## config.mk

```make
export PLATFORM = sky130hd
export DESIGN_NAME = sweep_control
export DESIGN_NICKNAME = d
export VERILOG_FILES = /design/src/source/sample_iter_pkg.sv /design/src/source/sweep_control.sv
export VERILOG_INCLUDE_DIRS = /design/src /design/src/source
export SDC_FILE = /design/constraint.sdc
export NUM_CORES = 1
export LEC_CHECK = 0
export ABC_AREA = 0
export BUFFER_PORTS_ARGS = -buffer_cell sky130_fd_sc_hd__buf_4
export CELL_PAD_IN_SITES_DETAIL_PLACEMENT = 1
export CELL_PAD_IN_SITES_GLOBAL_PLACEMENT = 1
export CORE_AREA = 2 2 302 304
export DETAILED_ROUTE_END_ITERATION = 6
export DIE_AREA = 0 0 304 306
export GPL_TIMING_DRIVEN = 0
export MAX_ROUTING_LAYER = met4
export PLACE_DENSITY_LB_ADDON = 0.1
export SLEW_MARGIN = 20
export SYNTH_ARGS = -nofsm -noshare
export SYNTH_HDL_FRONTEND = slang
export SYNTH_SLANG_ARGS = --single-unit
```

## constraint.sdc

```tcl
create_clock -name clk -period 25.2 [get_ports clk]
set_input_delay 3.78 -clock clk [delete_from_list [all_inputs] [get_ports clk]]
set_output_delay 3.78 -clock clk [all_outputs]
set_load 0.05 [all_outputs]
```

## src/source/raster_cfg.svh

```systemverilog
/* global sizes for the sample iterator; coordinates are signed fixed point with
   RI_RADIX fraction bits, and the sub-sample code is one-hot (see package) */
`ifndef RASTER_CFG_SVH
`define RASTER_CFG_SVH

// fixed-point word, shared by coordinates and color channels
`define RI_SIGFIG 24
`define RI_RADIX 10

// triangle shape
`define RI_VERTS 3
`define RI_AXIS 3
`define RI_COLORS 3

// samples stacked in one output column
`define RI_LANES 4

// one-hot sub-sample code width
`define RI_SUB_W 4

// code bit 3 (1x) becomes one pixel, bit 0 (64x) an eighth of a pixel
`define RI_STEP_SHIFT (`RI_RADIX - 3)

`endif
```

## src/source/sample_iter_pkg.sv

```systemverilog
/* types shared by the iterator stages; sizes come from raster_cfg.svh */
`default_nettype none

`include "raster_cfg.svh"

package sample_iter_pkg;

    // signed fixed-point position
    typedef logic signed [`RI_SIGFIG-1:0] coord_t;
    // unsigned color channel, same word size
    typedef logic [`RI_SIGFIG-1:0] chan_t;
    // one-hot: bit 3 = 1x, bit 2 = 4x, bit 1 = 16x, bit 0 = 64x
    typedef logic [`RI_SUB_W-1:0] sub_code_t;

    typedef struct packed {
        coord_t x_min;
        coord_t y_min;
        coord_t x_max;
        coord_t y_max;
    } box_t;

    // triangle payload, carried untouched next to its samples
    typedef struct packed {
        coord_t [`RI_VERTS-1:0][`RI_AXIS-1:0] vert;
        chan_t [`RI_COLORS-1:0] color;
    } prim_t;

    // column origin from sweep_control into sample_column_gen
    typedef struct packed {
        logic active;
        coord_t x;
        coord_t y_base;
        coord_t step;
        coord_t y_max;
        prim_t prim;
    } sweep_t;

    // registered output column, lane 0 at the bottom
    typedef struct packed {
        coord_t x;
        coord_t [`RI_LANES-1:0] y;
        logic [`RI_LANES-1:0] valid;
        prim_t prim;
    } column_t;

    typedef enum logic {
        sweep_wait,
        sweep_test
    } sweep_state_t;

endpackage

`default_nettype wire

```

## src/source/sweep_control.sv

```systemverilog
/* box must sit far enough inside the coordinate range that max plus four steps
   does not overflow; inputs are only sampled on the accepting edge */
`timescale 1ns/1ps
`default_nettype none

`include "raster_cfg.svh"

module sweep_control (
    input logic clk,
    input logic rst,
    input logic tri_valid,
    input sample_iter_pkg::box_t box,
    input sample_iter_pkg::prim_t prim,
    input sample_iter_pkg::sub_code_t sub_sample,
    output logic halt,
    output sample_iter_pkg::sweep_t sweep
);

    // control state
    sample_iter_pkg::sweep_state_t state_q;
    sample_iter_pkg::sweep_state_t state_nx;

    // captured triangle
    sample_iter_pkg::coord_t x_min_q;
    sample_iter_pkg::coord_t x_max_q;
    sample_iter_pkg::coord_t y_max_q;
    sample_iter_pkg::coord_t step_q;
    sample_iter_pkg::prim_t prim_q;

    // current column origin
    sample_iter_pkg::coord_t x_q;
    sample_iter_pkg::coord_t y_q;

    // candidate moves
    sample_iter_pkg::coord_t step_in;
    sample_iter_pkg::coord_t x_rt;
    sample_iter_pkg::coord_t y_up;
    logic can_right;
    logic can_up;
    logic accept;

    // one-hot code to fixed-point step, zero extended first
    assign step_in = sample_iter_pkg::coord_t'(sub_sample) << `RI_STEP_SHIFT;

    assign accept = (state_q == sample_iter_pkg::sweep_wait) && tri_valid;

    // next column right, or next row of four lanes up
    assign x_rt = x_q + step_q;
    assign y_up = y_q + (step_q << 2);
    // signed compares, box may straddle the origin
    assign can_right = (x_rt <= x_max_q);
    assign can_up = (y_up <= y_max_q);

    always_comb begin
        state_nx = state_q;
        case (state_q)
            sample_iter_pkg::sweep_wait: begin
                if (tri_valid) begin
                    state_nx = sample_iter_pkg::sweep_test;
                end
            end
            sample_iter_pkg::sweep_test: begin
                // last origin of the box, go back to waiting
                if (!can_right && !can_up) begin
                    state_nx = sample_iter_pkg::sweep_wait;
                end
            end
            default: begin
                state_nx = sample_iter_pkg::sweep_wait;
            end
        endcase
    end

    always_ff @(posedge clk or posedge rst) begin
        if (rst) begin
            state_q <= sample_iter_pkg::sweep_wait;
        end else begin
            state_q <= state_nx;
        end
    end

    // capture on accept, then walk right-then-up
    always_ff @(posedge clk) begin
        if (accept) begin
            x_min_q <= box.x_min;
            x_max_q <= box.x_max;
            y_max_q <= box.y_max;
            step_q <= step_in;
            prim_q <= prim;
            // first origin is the lower left corner
            x_q <= box.x_min;
            y_q <= box.y_min;
        end else if (state_q == sample_iter_pkg::sweep_test) begin
            if (can_right) begin
                x_q <= x_rt;
            end else if (can_up) begin
                x_q <= x_min_q;
                y_q <= y_up;
            end
        end
    end

    // upstream holds its triangle for as long as we walk
    assign halt = (state_q == sample_iter_pkg::sweep_test);

    // origin is presented straight from the registers
    assign sweep.active = (state_q == sample_iter_pkg::sweep_test);
    assign sweep.x = x_q;
    assign sweep.y_base = y_q;
    assign sweep.step = step_q;
    assign sweep.y_max = y_max_q;
    assign sweep.prim = prim_q;

endmodule

`default_nettype wire

```

==> metrics.cfg <==
[run_status]
status = completed

[synthesis]
synth.most_common_cell = edfxtp_1
netlist.area_leader.share = 0.815
synth.avg_cell_area_um2 = 18.4
async_reset_ff_frac = 0.00242
yosysWarnings = 0
synthFlopType = edfxtp_1
syn_inst = 827
yosys-top-cells-area = edfxtp_1, ha_1, inv_1
ys_ff_latch = 413
synth_edf_count = 412
synth_area_leader_cell = edfxtp_1
yosysSeqAreaShare = 0.816
synth.mux.area_fraction = 0.0157
synth_xor_area_frac = 0.0162
ys_types = 48
synth-adder-area-share = 0.0488
synth_top_family_by_area = adder cells
yosys-top-cells-count = edfxtp_1, ha_1, inv_1
synthSimpleGateAreaFrac = 0.0447
synth_compound_area_frac = 0.0296
synth_area_um2 = 15200

[placed_design]
place_congestion = 0.774
hpwl_mm = 56.7
io_buffer_count = 756
place_inst = 2789
place_ws_ns = 18.99

[cts]
hold_buffers = 0
cts_root_buffer = clkbuf_16
postCtsSetupRepairBufs = 0
htreeDepth = 2
path_clk_slew_ns = 0.06
clk_latency_ns = 0.64
cts_resized = 0
clkSinkCount = 413
cts_buffer_depth = 3
cts_inserted_buffers = 54
cts_tree = yes

[detailed_routing]
met1Wirelength_mm = 23.0
ant_nets = 0
totalWireLength_mm = 69.2
drc = 0
wl_met2_mm = 34.9
vias = 10506
top_layer = met4
drt_iter0_drc = 337
viasPerCell = 3.60
wl_met3_mm = 7.99
routedWlPerCell_um = 23.7
firstDrtPassIters = 6

[layout]
syn_to_final_growth_pct = 61.8
drive_gt1_frac = 0.516
finalNonFillerCells = 2917
nNetsFinal = 2118
final_util = 0.274

[sta]
rsz0062_at_grt = false
drv_slew = 0
fin_skew_ns = 0.0371
relSlewSlack = 0.362
hold_ws_ns = 0.593
tightestPinTransition_ns = 0.950
final.setup.worst_slack_ns = 19.27
period_needed_ns = 5.93
hold_viol_final = 0
setup_viol = 0
fin_crit_sh = 0.235
max_freq_mhz = 169
setup_tns_ns = 0

[worst_setup_path]
cp_max_fo = 7
endpoint_kind = flop
crit_arrival_ns = 6.17
criticalPathCategory = reg -> reg
crit_required_ns = 25.43
startpoint_type = flop

[floorplanning]
die_height_um = 306
die_w_um = 304
rows = 110
dieArea_um2 = 93000
io-pin-count = 777
core_area_um2 = 89600
start_util = 0.169

[grt]
grt_overflow = 0
grt_max_degree = 51
antenna_found_initial = 29
groute.usage.overall = 0.149
grt_pass1_wl_mm = 93.3
grt_pass1_vias = 11582

[flow_run]
drv_cap = 0

[power]
power_density_nw_per_um2 = 121
peakVddDrop_mv = 0.0535
p_leak_uw = 0.0101

[min_path]
holdCritPathClass = reg -> reg

[layer usage]
layer,vias up,track usage
met3,119,0.0793
li1,4831,-
met4,0,0.0806
met1,5065,0.138
met2,491,0.247
met5,-,-
[final cells by class]
type	instances	area [µm²]
Antenna cell	27	67.6
Buffer	32	234
Clock buffer	64	1410
Clock inverter	37	407
Fill cell	9713	65000
Inverter	54	203
Multi-Input combinational cell	347	2440
Sequential cell	413	12400
Tap cell	1176	1470
Timing Repair Buffer	767	5940
[power breakdown]
group / switching [µW] / total (µW) / leakage [µW] / internal [µW]
clock network: 326 / 799 / 0.000881 / 472
logic: 801 / 1160 / 0.00534 / 357
registers: 71.6 / 1030 / 0.00387 / 955
[logic make-up after synthesis]
kind of cell             Yosys count
XOR/XNOR                          28
multiplexers                      23
flip-flops                       413
buffers and inverters             86
AND/OR/NAND/NOR                  141
adder cells (fa/ha/maj)           58
other                              1
AO/OA/AOI/OAI                     77
[worst max-delay path, stage by stage (launching register included)]
cell	delay, ns
edfxtp_1	0.50
ha_1	0.29
fa_1	0.42
a21o_1	0.22
a21oi_1	0.23
nor2_1	0.21
and3_1	0.25
xor2_1	0.16
ha_1	0.33
nand4_1	0.23
or4_1	0.62
a211o_1	0.33
and4b_1	0.19
nor3_1	0.73
a21oi_1	0.23
nor2_1	0.60
[placed cells by master (no fill, tap or decap), types with 9 or more instances in the layout]
master and n:
a21o_1 11, buf_4 777, xnor2_1 18, clkbuf_1 16
and2_1 9, o21ai_0 17, nor2_1 31, xor2_1 10
clkinv_2 12, inv_1 53, mux2i_1 17, edfxtp_1 412
nand4_1 13, nand3_1 10, diode_2 27, nand2_1 52
clkbuf_16 55, clkinv_1 13, ha_1 56, a21oi_1 23
conb_1 20, o21ai_1 12
[worst paths after layout]
path                            slack (ns)  depth (start not counted)   startpoint       to
max in group asynchronous            22.10                          2          rst     halt
worst min-delay path                  0.59                          2  x_min_q[15]  x_q[15]
min in group asynchronous             3.01                          2          rst     halt
worst max-delay path                 19.27                         15    step_q[7]   x_q[3]
worst min register to register        0.59                          2  x_min_q[15]  x_q[15]
worst max register to register       19.27                         15    step_q[7]   x_q[3]
[sequential cells by signal, indices dropped and copies added (netlist names)]
signal and count:
x_q 24, x_min_q 24, step_q 4, y_q 24
x_max_q 24, sweep 288, halt 1, y_max_q 24
[metrics by stage]
step | cell area, µm² | power, µW
finish | 24600 | 2980
global route | 24600 | 3140
CTS | 24500 | 3060
detailed placement | 22700 | 2230
global placement | 22400 | 2300
floorplan | 15300 | 1820
(Power assumes the default switching activity.)
